## config.mk

```make
export PLATFORM = sky130hd
export DESIGN_NAME = load_unit_top
export DESIGN_NICKNAME = d
export VERILOG_FILES = /design/src/ld_pkg.sv /design/src/ld_buf_if.sv /design/src/ld_buffer.sv /design/src/ld_req_ctrl.sv /design/src/ld_result_align.sv /design/src/load_unit_top.sv
export SDC_FILE = /design/constraint.sdc
export NUM_CORES = 1
export LEC_CHECK = 0
export BUFFER_PORTS_ARGS = -buffer_cell sky130_fd_sc_hd__buf_4
export CORE_MARGIN = 4
export CORE_UTILIZATION = 45
export CTS_CLUSTER_SIZE = 16
export DETAILED_ROUTE_END_ITERATION = 7
export GPL_TIMING_DRIVEN = 0
export HOLD_SLACK_MARGIN = 0.05
export MAX_ROUTING_LAYER = met4
export PLACE_DENSITY = 0.78
export SLEW_MARGIN = 10
export SYNTH_ARGS = -nofsm -noshare
export SYNTH_HDL_FRONTEND = slang
export SYNTH_SLANG_ARGS = --single-unit
```

## constraint.sdc

```tcl
create_clock -name clk_i -period 1.83 [get_ports clk_i]
set_input_delay 0 -clock clk_i [delete_from_list [all_inputs] [get_ports clk_i]]
set_output_delay 0 -clock clk_i [all_outputs]
set_load 0.1 [all_outputs]
```

## src/ld_pkg.sv

```systemverilog
// Load unit shared definitions
`default_nettype none

package ld_pkg;

  // ------------------------------------------------------------
  // Widths
  // ------------------------------------------------------------
  // Data word width
  localparam int unsigned XLEN = 64;
  // Physical address width, equal to the virtual one without MMU
  localparam int unsigned PLEN = 32;
  // Scoreboard transaction ID width
  localparam int unsigned TRANS_ID_BITS = 3;
  // Byte offset inside one data word
  localparam int unsigned OFFS_BITS = 3;

  // ------------------------------------------------------------
  // Vector types
  // ------------------------------------------------------------
  typedef logic [XLEN-1:0] data_t;
  typedef logic [PLEN-1:0] paddr_t;
  typedef logic [TRANS_ID_BITS-1:0] trans_id_t;
  typedef logic [XLEN/8-1:0] be_t;
  typedef logic [OFFS_BITS-1:0] offset_t;

  // Supported integer loads
  typedef enum logic [2:0] {
    LD  = 3'd0,
    LW  = 3'd1,
    LWU = 3'd2,
    LH  = 3'd3,
    LHU = 3'd4,
    LB  = 3'd5,
    LBU = 3'd6
  } ld_op_e;

  // Request side state, pass-through or held while the grant is missing
  typedef enum logic {
    TRANSPARENT = 1'b0,
    REGISTERED  = 1'b1
  } ld_state_e;

  // ------------------------------------------------------------
  // Helpers
  // ------------------------------------------------------------
  // Access size in bytes
  function automatic logic [3:0] ld_size_bytes(ld_op_e op);
    logic [3:0] size;
    case (op)
      LD:       size = 4'd8;
      LW, LWU:  size = 4'd4;
      LH, LHU:  size = 4'd2;
      default:  size = 4'd1;
    endcase
    return size;
  endfunction

  // Sign-extending loads
  function automatic logic ld_is_signed(ld_op_e op);
    return (op == LW) || (op == LH) || (op == LB);
  endfunction

endpackage

`default_nettype wire

```

## src/ld_buf_if.sv

```systemverilog
// Load buffer access interface
`default_nettype none

interface ld_buf_if
  import ld_pkg::*;
#(
  parameter int unsigned NR_LDBUF = 4
) ();

  // Slot index width
  localparam int unsigned ID_BITS = $clog2(NR_LDBUF);

  // Write port, one new outstanding load
  logic               w_en;
  logic [ID_BITS-1:0] w_id;
  trans_id_t          w_trans_id;
  ld_op_e             w_op;
  offset_t            w_offset;

  // Occupancy
  logic               full;
  logic [ID_BITS-1:0] free_id;

  // Read port, slot addressed by the response ID
  logic               r_en;
  logic [ID_BITS-1:0] r_id;
  trans_id_t          r_trans_id;
  ld_op_e             r_op;
  offset_t            r_offset;
  logic               r_flushed;

  modport req (
    output w_en, w_id, w_trans_id, w_op, w_offset,
    input  full, free_id
  );

  modport rsp (
    output r_en, r_id,
    input  r_trans_id, r_op, r_offset, r_flushed
  );

  modport ldbuf (
    input  w_en, w_id, w_trans_id, w_op, w_offset, r_en, r_id,
    output full, free_id, r_trans_id, r_op, r_offset, r_flushed
  );

endinterface

`default_nettype wire

```

## src/ld_buffer.sv

```systemverilog
// Outstanding load buffer
`default_nettype none

module ld_buffer
  import ld_pkg::*;
#(
  parameter int unsigned NR_LDBUF = 4
) (
  input  wire logic   clk_i,
  input  wire logic   rst_ni,
  input  wire logic   flush_i,
  ld_buf_if.ldbuf     buf_o
);

  localparam int unsigned ID_BITS = $clog2(NR_LDBUF);

  typedef logic [ID_BITS-1:0] slot_id_t;

  // Slot state flags
  logic [NR_LDBUF-1:0] valid_q, valid_d;
  logic [NR_LDBUF-1:0] flushed_q, flushed_d;

  // Slot payload
  trans_id_t trans_id_q [NR_LDBUF];
  ld_op_e    op_q       [NR_LDBUF];
  offset_t   offset_q   [NR_LDBUF];

  // ------------------------------------------------------------
  // Free slot search
  // ------------------------------------------------------------
  // Walk down so the lowest free index wins
  always_comb begin : free_search
    buf_o.free_id = '0;
    for (int i = NR_LDBUF - 1; i >= 0; i--) begin
      if (!valid_q[i]) begin
        buf_o.free_id = slot_id_t'(i);
      end
    end
  end

  // Full once every slot holds a load
  assign buf_o.full = &valid_q;

  // ------------------------------------------------------------
  // Flag update
  // ------------------------------------------------------------
  always_comb begin : flag_next
    valid_d   = valid_q;
    flushed_d = flushed_q;
    // Flush marks every slot, in flight or not
    if (flush_i) begin
      flushed_d = '1;
    end
    // Response retires its slot
    if (buf_o.r_en) begin
      valid_d[buf_o.r_id] = 1'b0;
    end
    // New load starts clean even in a flush cycle
    if (buf_o.w_en) begin
      valid_d[buf_o.w_id]   = 1'b1;
      flushed_d[buf_o.w_id] = 1'b0;
    end
  end

  always_ff @(posedge clk_i or negedge rst_ni) begin : flag_regs
    if (!rst_ni) begin
      valid_q   <= '0;
      flushed_q <= '0;
    end else begin
      valid_q   <= valid_d;
      flushed_q <= flushed_d;
    end
  end

  // ------------------------------------------------------------
  // Payload storage
  // ------------------------------------------------------------
  always_ff @(posedge clk_i) begin : payload_regs
    if (buf_o.w_en) begin
      trans_id_q[buf_o.w_id] <= buf_o.w_trans_id;
      op_q[buf_o.w_id]       <= buf_o.w_op;
      offset_q[buf_o.w_id]   <= buf_o.w_offset;
    end
  end

  // Read side, addressed by the response ID
  assign buf_o.r_trans_id = trans_id_q[buf_o.r_id];
  assign buf_o.r_op       = op_q[buf_o.r_id];
  assign buf_o.r_offset   = offset_q[buf_o.r_id];
  assign buf_o.r_flushed  = flushed_q[buf_o.r_id];

endmodule

`default_nettype wire

```

## src/ld_req_ctrl.sv

```systemverilog
// Load request control
`default_nettype none

module ld_req_ctrl
  import ld_pkg::*;
#(
  parameter int unsigned NR_LDBUF = 4,
  localparam int unsigned ID_BITS = $clog2(NR_LDBUF)
) (
  input  wire logic               clk_i,
  input  wire logic               rst_ni,
  input  wire logic               flush_i,
  // Load from the issue side
  input  wire logic               valid_i,
  input  wire paddr_t             vaddr_i,
  input  wire trans_id_t          trans_id_i,
  input  wire ld_op_e             op_i,
  output logic                    pop_ld_o,
  // Memory request channel
  output logic                    preq_o,
  output paddr_t                  paddr_o,
  output be_t                     be_o,
  output logic [ID_BITS-1:0]      aid_o,
  input  wire logic               pgnt_i,
  // Buffer write side
  ld_buf_if.req                   buf_o
);

  ld_state_e state_q, state_d;

  // Held request while the grant is missing
  paddr_t             paddr_q;
  be_t                be_q;
  logic [ID_BITS-1:0] aid_q;

  logic    accept;
  offset_t offset;
  be_t     size_mask;
  be_t     be;

  // ------------------------------------------------------------
  // Acceptance and buffer write
  // ------------------------------------------------------------
  // Back-pressure while a request is held, buffer full or flushing
  assign accept = valid_i && (state_q == TRANSPARENT) && !buf_o.full && !flush_i;
  assign pop_ld_o = accept;

  assign offset = vaddr_i[OFFS_BITS-1:0];

  assign buf_o.w_en       = accept;
  assign buf_o.w_id       = buf_o.free_id;
  assign buf_o.w_trans_id = trans_id_i;
  assign buf_o.w_op       = op_i;
  assign buf_o.w_offset   = offset;

  // Size mask placed at the byte offset
  assign size_mask = be_t'((9'd1 << ld_size_bytes(op_i)) - 9'd1);
  assign be        = size_mask << offset;

  // ------------------------------------------------------------
  // Request FSM
  // ------------------------------------------------------------
  always_comb begin : req_fsm
    state_d = state_q;
    preq_o  = 1'b0;
    case (state_q)
      TRANSPARENT: begin
        preq_o = accept;
        // No grant, keep the request alive from the registers
        if (accept && !pgnt_i) begin
          state_d = REGISTERED;
        end
      end
      REGISTERED: begin
        preq_o = 1'b1;
        if (pgnt_i) begin
          state_d = TRANSPARENT;
        end
      end
      default: begin
        state_d = TRANSPARENT;
      end
    endcase
  end

  // Live values pass through, held values once registered
  assign paddr_o = (state_q == TRANSPARENT) ? vaddr_i : paddr_q;
  assign be_o    = (state_q == TRANSPARENT) ? be : be_q;
  assign aid_o   = (state_q == TRANSPARENT) ? buf_o.free_id : aid_q;

  always_ff @(posedge clk_i or negedge rst_ni) begin : state_reg
    if (!rst_ni) begin
      state_q <= TRANSPARENT;
    end else begin
      state_q <= state_d;
    end
  end

  // Capture every transparent cycle, freeze while registered
  always_ff @(posedge clk_i) begin : hold_regs
    if (state_q == TRANSPARENT) begin
      paddr_q <= vaddr_i;
      be_q    <= be;
      aid_q   <= buf_o.free_id;
    end
  end

endmodule

`default_nettype wire

```

## src/ld_result_align.sv

```systemverilog
// Load result alignment
`default_nettype none

module ld_result_align
  import ld_pkg::*;
#(
  parameter int unsigned NR_LDBUF = 4,
  localparam int unsigned ID_BITS = $clog2(NR_LDBUF)
) (
  // Memory response channel
  input  wire logic               rvalid_i,
  input  wire logic [ID_BITS-1:0] rid_i,
  input  wire data_t              rdata_i,
  // Writeback to the issue side
  output logic                    valid_o,
  output trans_id_t               trans_id_o,
  output data_t                   result_o,
  // Buffer read side
  ld_buf_if.rsp                   buf_o
);

  data_t shifted;
  logic  is_signed;
  logic  sign_bit;

  // ------------------------------------------------------------
  // Response matching
  // ------------------------------------------------------------
  // Response ID selects the slot, which is freed at the next edge
  assign buf_o.r_en = rvalid_i;
  assign buf_o.r_id = rid_i;

  // Cancelled loads are dropped silently
  assign valid_o    = rvalid_i && !buf_o.r_flushed;
  assign trans_id_o = buf_o.r_trans_id;

  // ------------------------------------------------------------
  // Realign and extend
  // ------------------------------------------------------------
  // Bring the addressed byte down to bit 0
  assign shifted   = rdata_i >> {buf_o.r_offset, 3'b000};
  assign is_signed = ld_is_signed(buf_o.r_op);

  always_comb begin : extend
    sign_bit = 1'b0;
    result_o = shifted;
    case (buf_o.r_op)
      LW, LWU: begin
        sign_bit = is_signed & shifted[31];
        result_o = {{(XLEN - 32){sign_bit}}, shifted[31:0]};
      end
      LH, LHU: begin
        sign_bit = is_signed & shifted[15];
        result_o = {{(XLEN - 16){sign_bit}}, shifted[15:0]};
      end
      LB, LBU: begin
        sign_bit = is_signed & shifted[7];
        result_o = {{(XLEN - 8){sign_bit}}, shifted[7:0]};
      end
      // Full doubleword, nothing to extend
      default: begin
        result_o = shifted;
      end
    endcase
  end

endmodule

`default_nettype wire

```

## src/load_unit_top.sv

```systemverilog
// Load unit top level
`default_nettype none

module load_unit_top
  import ld_pkg::*;
#(
  parameter int unsigned NR_LDBUF = 4,
  localparam int unsigned ID_BITS = $clog2(NR_LDBUF)
) (
  input  wire logic               clk_i,
  input  wire logic               rst_ni,
  input  wire logic               flush_i,
  // Load from the issue side
  input  wire logic               valid_i,
  input  wire paddr_t             vaddr_i,
  input  wire trans_id_t          trans_id_i,
  input  wire ld_op_e             op_i,
  output logic                    pop_ld_o,
  // Memory request channel
  output logic                    preq_o,
  output paddr_t                  paddr_o,
  output be_t                     be_o,
  output logic [ID_BITS-1:0]      aid_o,
  input  wire logic               pgnt_i,
  // Memory response channel
  input  wire logic               rvalid_i,
  input  wire logic [ID_BITS-1:0] rid_i,
  input  wire data_t              rdata_i,
  // Writeback
  output logic                    valid_o,
  output trans_id_t               trans_id_o,
  output data_t                   result_o
);

  // Shared slot bus between request, response and buffer
  ld_buf_if #(.NR_LDBUF(NR_LDBUF)) ld_buf_bus ();

  ld_buffer #(.NR_LDBUF(NR_LDBUF)) ld_buffer_i (
    .clk_i   (clk_i),
    .rst_ni  (rst_ni),
    .flush_i (flush_i),
    .buf_o   (ld_buf_bus)
  );

  ld_req_ctrl #(.NR_LDBUF(NR_LDBUF)) ld_req_ctrl_i (
    .clk_i      (clk_i),
    .rst_ni     (rst_ni),
    .flush_i    (flush_i),
    .valid_i    (valid_i),
    .vaddr_i    (vaddr_i),
    .trans_id_i (trans_id_i),
    .op_i       (op_i),
    .pop_ld_o   (pop_ld_o),
    .preq_o     (preq_o),
    .paddr_o    (paddr_o),
    .be_o       (be_o),
    .aid_o      (aid_o),
    .pgnt_i     (pgnt_i),
    .buf_o      (ld_buf_bus)
  );

  ld_result_align #(.NR_LDBUF(NR_LDBUF)) ld_result_align_i (
    .rvalid_i   (rvalid_i),
    .rid_i      (rid_i),
    .rdata_i    (rdata_i),
    .valid_o    (valid_o),
    .trans_id_o (trans_id_o),
    .result_o   (result_o),
    .buf_o      (ld_buf_bus)
  );

endmodule

`default_nettype wire

```

After elaboration in Yosys (flattened, before gate mapping)
Memory sizes are Yosys's and may differ from the RTL's.
Index checks and enable logic that the tools add are counted.

word-level totals
  memory bits (writable) = 36
  output and inout bits = 112
  logic and storage cells = 81
  memories kept = 3
  bits of input ports = 110
  bits in registers = 51

operators by class
  bitwise logic cells = 9
  muxes and demuxes = 25
  magnitude comparators = 4
  shifts and indexed selects = 3
  eq/ne operators = 10
  reduce and logical (&&, ||, !) cells = 20
  add/subtract/negate cells = 1

memory list
  memory                  words  bits a word  read ports  clocked after Yosys merged registers in  wr ports  RTL line         source
  ld_buffer_i.offset_q    4      3            1           0                                        1         ld_buffer.sv:26  offset_t offset_q [NR_LDBUF];
  ld_buffer_i.op_q        4      3            1           0                                        1         ld_buffer.sv:25  ld_op_e op_q [NR_LDBUF];
  ld_buffer_i.trans_id_q  4      3            1           0                                        1         ld_buffer.sv:24  trans_id_t trans_id_q [NR_LDBUF];

operator list
  cell                   number
  $pmux W64 S3           1
  $shr A64 B6 Y64        1
  $mux W32               1
  $mux W4                4
  $eq A3 B2 Y1 const B   4
  $eq A3 B3 Y1 const B   4
  $pmux W4 S3            1
  $mux W2                5
  $reduce_or A2 Y1       5
  $and A4 B4 Y4          2
  $mux W8                1
  $not A4 Y4             2
  $shl A1 B4 Y8 const A  1
  $shl A8 B3 Y8          1
  $sub A8 B1 Y8 const B  1
  $logic_and A1 B1 Y1    7
  $mux W1                7
  $eq A3 B1 Y1 const B   2
  $lt A2 B3 Y1 const B   2
  $demux W1 S2           2
  $ge A2 B1 Y1 const B   2
  $logic_not A1 Y1       4
  $or A4 B4 Y4           1
  $pmux W1 S2            2
  other kinds (6)        9

Depth between registers and ports, before layout
  depth after elaboration = 11
  gate-level depth with buffers = 9
  depth with buffers taken out = 7

Modules after synthesis
A second synthesis with hierarchy kept.

unflattened totals
  cell total of the unflattened synthesis = 562
  area total of the unflattened synthesis = 6144.6 um^2

by module, submodules not included
  module           seq. area each (um^2)  times used  area an instance (um^2)  cells an instance
  ld_result_align  0.0                    1           2517.4                   298
  ld_req_ctrl      865.8                  1           1895.6                   180
  ld_buffer        1281.2                 1           1731.7                   84

Least setup slack after synthesis
OpenSTA, ideal clock, no wires.

  path kind = input -> register
  start point = input op_i[1]
  end point = register ld_req_ctrl_i.be_q[1]
  stages = 5
  path buffers = 1
  required time = 1.381 ns
  path slack = -2.595 ns
  data arrival time = 3.976 ns
  cell sequence = clkbuf_1 o21ai_0 ha_1 nor2b_1 o41ai_1

on the way
  longest elaborated chain between the ends = 7
  elaborated cells on any way between the ends = 12
  those cells by class = add/sub: 1; eq/ne: 4; shift: 2; mux: 2; reduce/logical: 3

ends and longest elaborated chain
  element                                     RTL line             source
  from (decl)                                 load_unit_top.sv:17  input wire ld_op_e op_i,
  $eq A3 B2 Y1, or another cell as far along  ld_pkg.sv:50         case (op)
  $reduce_or A2 Y1                            ld_pkg.sv:50
  $pmux W4 S3 (*)                             ld_pkg.sv:50
  $shl A1 B4 Y8 (*)                           ld_req_ctrl.sv:57    assign size_mask = be_t'((9'd1 << ld_size_bytes(op_i)) - 9'd1);
  $sub A8 B1 Y8 (*)                           ld_req_ctrl.sv:57
  $shl A8 B3 Y8 (*)                           ld_req_ctrl.sv:58    assign be = size_mask << offset;
  $mux W8 (*)                                 -
  net be_o[1]                                 load_unit_top.sv:22  output be_t be_o,
  to (signal assigned)                        ld_req_ctrl.sv:103   be_q <= be;
  to (decl)                                   ld_req_ctrl.sv:33    be_t be_q;

Mark *: on every way through the listed nets, which the timed path passes. The rest lies on a longest branch.

Final worst setup path
  start point = memory ld_buffer_i.offset_q[0][1] (netlist name)
  end point = output result_o[45]

on the way
  longest elaborated chain between the ends = 4
  elaborated cells on any way between the ends = 6
  those cells by class = shift: 1; mux: 1; bitwise: 3; memory: 1

ends and longest elaborated chain
  element                                  RTL line                                                             source
  from (decl)                              ld_buffer.sv:26
  $mem_v2 Z4 W3 (*)                        -
  $shr A64 B6 Y64 (*)                      ld_result_align.sv:41                                                assign shifted = rdata_i >> {buf_o.r_offset, 3'b000};
  $and A1 B1 Y1, on equally long branches  ld_result_align.sv:57, ld_result_align.sv:49, ld_result_align.sv:53
  $pmux W64 S3 (*)                         ld_result_align.sv:47                                                case (buf_o.r_op)
  to (decl)                                load_unit_top.sv:32                                                  output data_t result_o

Every way passes the cells marked *; elsewhere a longest branch is shown, timed or not.

==> results.cfg <==
[sta]
fin_hold_ws_ps = 151
period_needed_ps = 2990
worst_slew_margin_rel_pct = 54.9
hold_viol_final = 0
worst_slack_ps = -1160
worst_pin_slew_ps = 677
fin_crit_sh_pct = 163
skew_ps = 14.7
report.final.setup_viol = 87
clock.fmax_mhz = 334
rsz0062_at_grt = yes
slew_violations = 0

[yosys]
synth_compound_area_share_pct = 14.7
synth_top_family_by_area = multiplexers
synth_most_common_cell = mux2i_1
synth-simple-area-share_pct = 16.4
synth_warnings = 0
synth_edf_count = 36
synthAdderAreaFrac_pct = 0.217
ys_seq_elements = 87
yosysSeqAreaShare_pct = 37.2
syn-cell-area_um2 = 5770
synth_flop_cell = dfxtp_1
syn_nets = 693
synthTopCellsByCount = mux2i_1, nand2_1, dfxtp_1, mux2_2, edfxtp_1
async_flop_share_pct = 10.3
postSynthCellCount = 582
synth_top_cell_area_share_pct = 18.7
synth_xor_area_share_pct = 0.456
synth_largest_area_cell = edfxtp_1
netlist_top_cells_area = edfxtp_1, dfxtp_1, mux2i_1
ys_types = 68
muxShareOfSynthArea_pct = 25.3
avgSynthCellArea_um2 = 9.91

[drt]
vias = 8041
ant_nets = 0
drtPass1Iterations = 8
via_per_inst = 7.28
first_iter_violations = 1389
avgRoutedWirePerCell_um = 33.9
wl_mm = 37.4
drc = 1

[cts]
h-tree-depth = 3
clk_pin_slew_ps = 70
insertion_delay_ps = 360
clockBufferDepth = 2
cts_sinks = 87
cts-root-buf = clkbuf_16
cts_tree = built
cts_buffers = 9

[global_routing]
grt_use_total_pct = 43.2
grt_pass1_wl_mm = 46.9
grt_max_degree = 20
overflow = 0
antenna_found_initial = 1
grt_pass1_vias = 7908

[worst_setup_path]
cp_num_buf_inv = 4
critical_path_required_ps = 1830
slowest_delay_ps = 510
slowest_stage = mux4_2
worstReg2RegEnd = ld_buffer_i.op_q[2][2]
start_kind = register
cp_max_fo = 8
crit_family = multiplexers
worstSetupPathType = register to primary output
path_cells = mux4_2 > buf_12 > buf_12 > bufbuf_16 > mux2i_2 > o2bb2ai_2 > nand2_2 > nand4_1 > buf_8
path_common_cell = buf_12
rr_worst_depth = 6
rrSetupSlack_ps = -30
end_kind = primary output
timing.rr.start = ld_req_ctrl_i.state_q
critPathArrivalTime_ps = 2990

[die]
die_w_um = 121
row_count = 41
die_height_um = 121
core_area_um2 = 12600
start_util_pct = 45.9
pin_count = 222
dieArea_um2 = 14700

[pwr]
total_leakage_power_uw = 0.00501
power_density_nw_per_um2 = 981
ir_worst_vdd_mv = 1.20
total_power_uw = 11300

[placement]
dp_slack_ps = -1080
gp_congestion = 0.964
numPortBuffers = 220
dp.final_hpwl_mm = 16.9
dpl.cell_count = 974

[cells_and_area]
fillCellCount = 376
num-nets-final = 1037
drive_above_1_share_pct = 59.6
syn2layout_area_growth_pct = 100
final_cell_count_no_fill = 1104
utilization_pct = 92.0

[min_path]
min-delay-start = vaddr_i[2]
hp-class = input pin to register
min_to = ld_req_ctrl_i.be_q[6]
hold_depth = 3

[outcome]
status = complete, but fails checks
violations = design-rule violations, negative setup slack

[run]
drv_cap = 0
==> flip-flops by register name, summed over array words and instances, names as in the netlist <==
| name | flops |
|---|---|
| ld_req_ctrl_i.be_q | 8 |
| ld_buffer_i.valid_q | 4 |
| ld_buffer_i.flushed_q | 4 |
| ld_buffer_i.trans_id_q | 12 |
| ld_req_ctrl_i.aid_q | 2 |
| ld_buffer_i.offset_q | 12 |
| ld_buffer_i.op_q | 12 |
| ld_req_ctrl_i.paddr_q | 32 |
| ld_req_ctrl_i.state_q | 1 |
==> power breakdown <==
part	internal [uW]	switching, uW	total (uW)
logic	2390	4610	7010
registers	2220	168	2390
clock network	982	960	1940
==> cell usage in the layout, fill, tap and decap left out, types with 5 or more instances in the layout <==
master         synthesis  final
buf_4                  6    192
buf_12                 0     67
nand2_1               63     47
dlygate4sd3_1          0     43
dfxtp_1               42     42
mux2i_1               68     39
edfxtp_1              36     36
mux2_2                40     31
buf_8                  1     30
nor2_1                33     28
buf_6                  7     28
nand4_1               26     26
mux2i_4                1     16
nand3_4                0     14
mux2i_2                0     14
o21ai_0               34     12
clkbuf_16              0     12
o211ai_1              10     10
mux4_2                 9     10
o21ai_1                1      9
o21ai_2                1      9
a21o_1                 9      9
nand2_2                0      9
mux2_4                 0      9
dfrtp_1                9      9
o22ai_1               12      8
nor2b_1               12      7
o2111ai_4              0      7
nand3_2                0      6
o21ai_4                0      6
buf_2                 14      6
a21oi_1                8      5
or2_4                  0      5
==> routing by layer <==
metal  global-route usage, %  routed length [um]
met1                    44.4               11000
met5                       -                   0
met2                    68.6               16700
met3                    16.6                5430
met4                    28.9                4220
==> worst register-to-register path, stage by stage (launching register included) <==
cell     delay, ps
dfrtp_1        390
buf_8          140
buf_4          130
nor3b_2        270
nand3_1        260
nor2_4         200
buf_12         160
==> worst max-delay path by stage <==
stage	startpoint	end	slack, ps	depth (start not counted)
final	ld_buffer_i.offset_q[0][1]	result_o[45]	-1160	9
after detailed placement	rid_i[1]	result_o[12]	-1080	8
after CTS	ld_buffer_i.offset_q[3][2]	result_o[61]	-890	6
after global routing	ld_buffer_i.offset_q[0][1]	result_o[51]	-1180	9
after global placement	rid_i[1]	result_o[12]	-1000	8
after floorplan	ld_buffer_i.offset_q[3][2]	result_o[28]	-830	7
==> kinds of logic (layout without fill, tap and decap cells) <==
kind of cell,after synthesis,in the layout
xor+xnor,3,3
flops,87,87
other cells,1,2
mux,122,123
buf+inv,58,406
compound gates,122,122
simple gates,188,188
fa+ha+maj,1,1
==> area by class of cell <==
| cell class | instances | area (um^2) | area share [%] |
|---|---|---|---|
| diodes | 1 | 2.50 | 0.0216 |
| plain buffers | 49 | 622 | 5.38 |
| clock buffers | 9 | 225 | 1.95 |
| clock inverters | 7 | 86.3 | 0.747 |
| inverters | 5 | 25.0 | 0.216 |
| multi-input cells | 438 | 4540 | 39.3 |
| flip-flops and latches | 87 | 2150 | 18.6 |
| well taps | 172 | 215 | 1.86 |
| repair buffers | 336 | 3700 | 32.0 |
==> timing repair <==
item                                   in CTS  in global routing
gates resized for setup                   334                111
hold buffers                               43                  0
buffers inserted                           40                 26
endpoints found under the hold margin      83                  0
setup endpoints to repair                 137                124
gates cloned                               14                  1
pin swaps                                  55                 45
==> per-stage QoR <==
stage | TNS (ps) | instance area (um^2)
finish | -64310 | 11600
CTS | -51450 | 11000
floorplan | -37920 | 6380
global placement | -52920 | 8250
detailed placement | -57400 | 8250
global route | -67250 | 11600
Note: power is estimated with default switching activity, not from simulation.
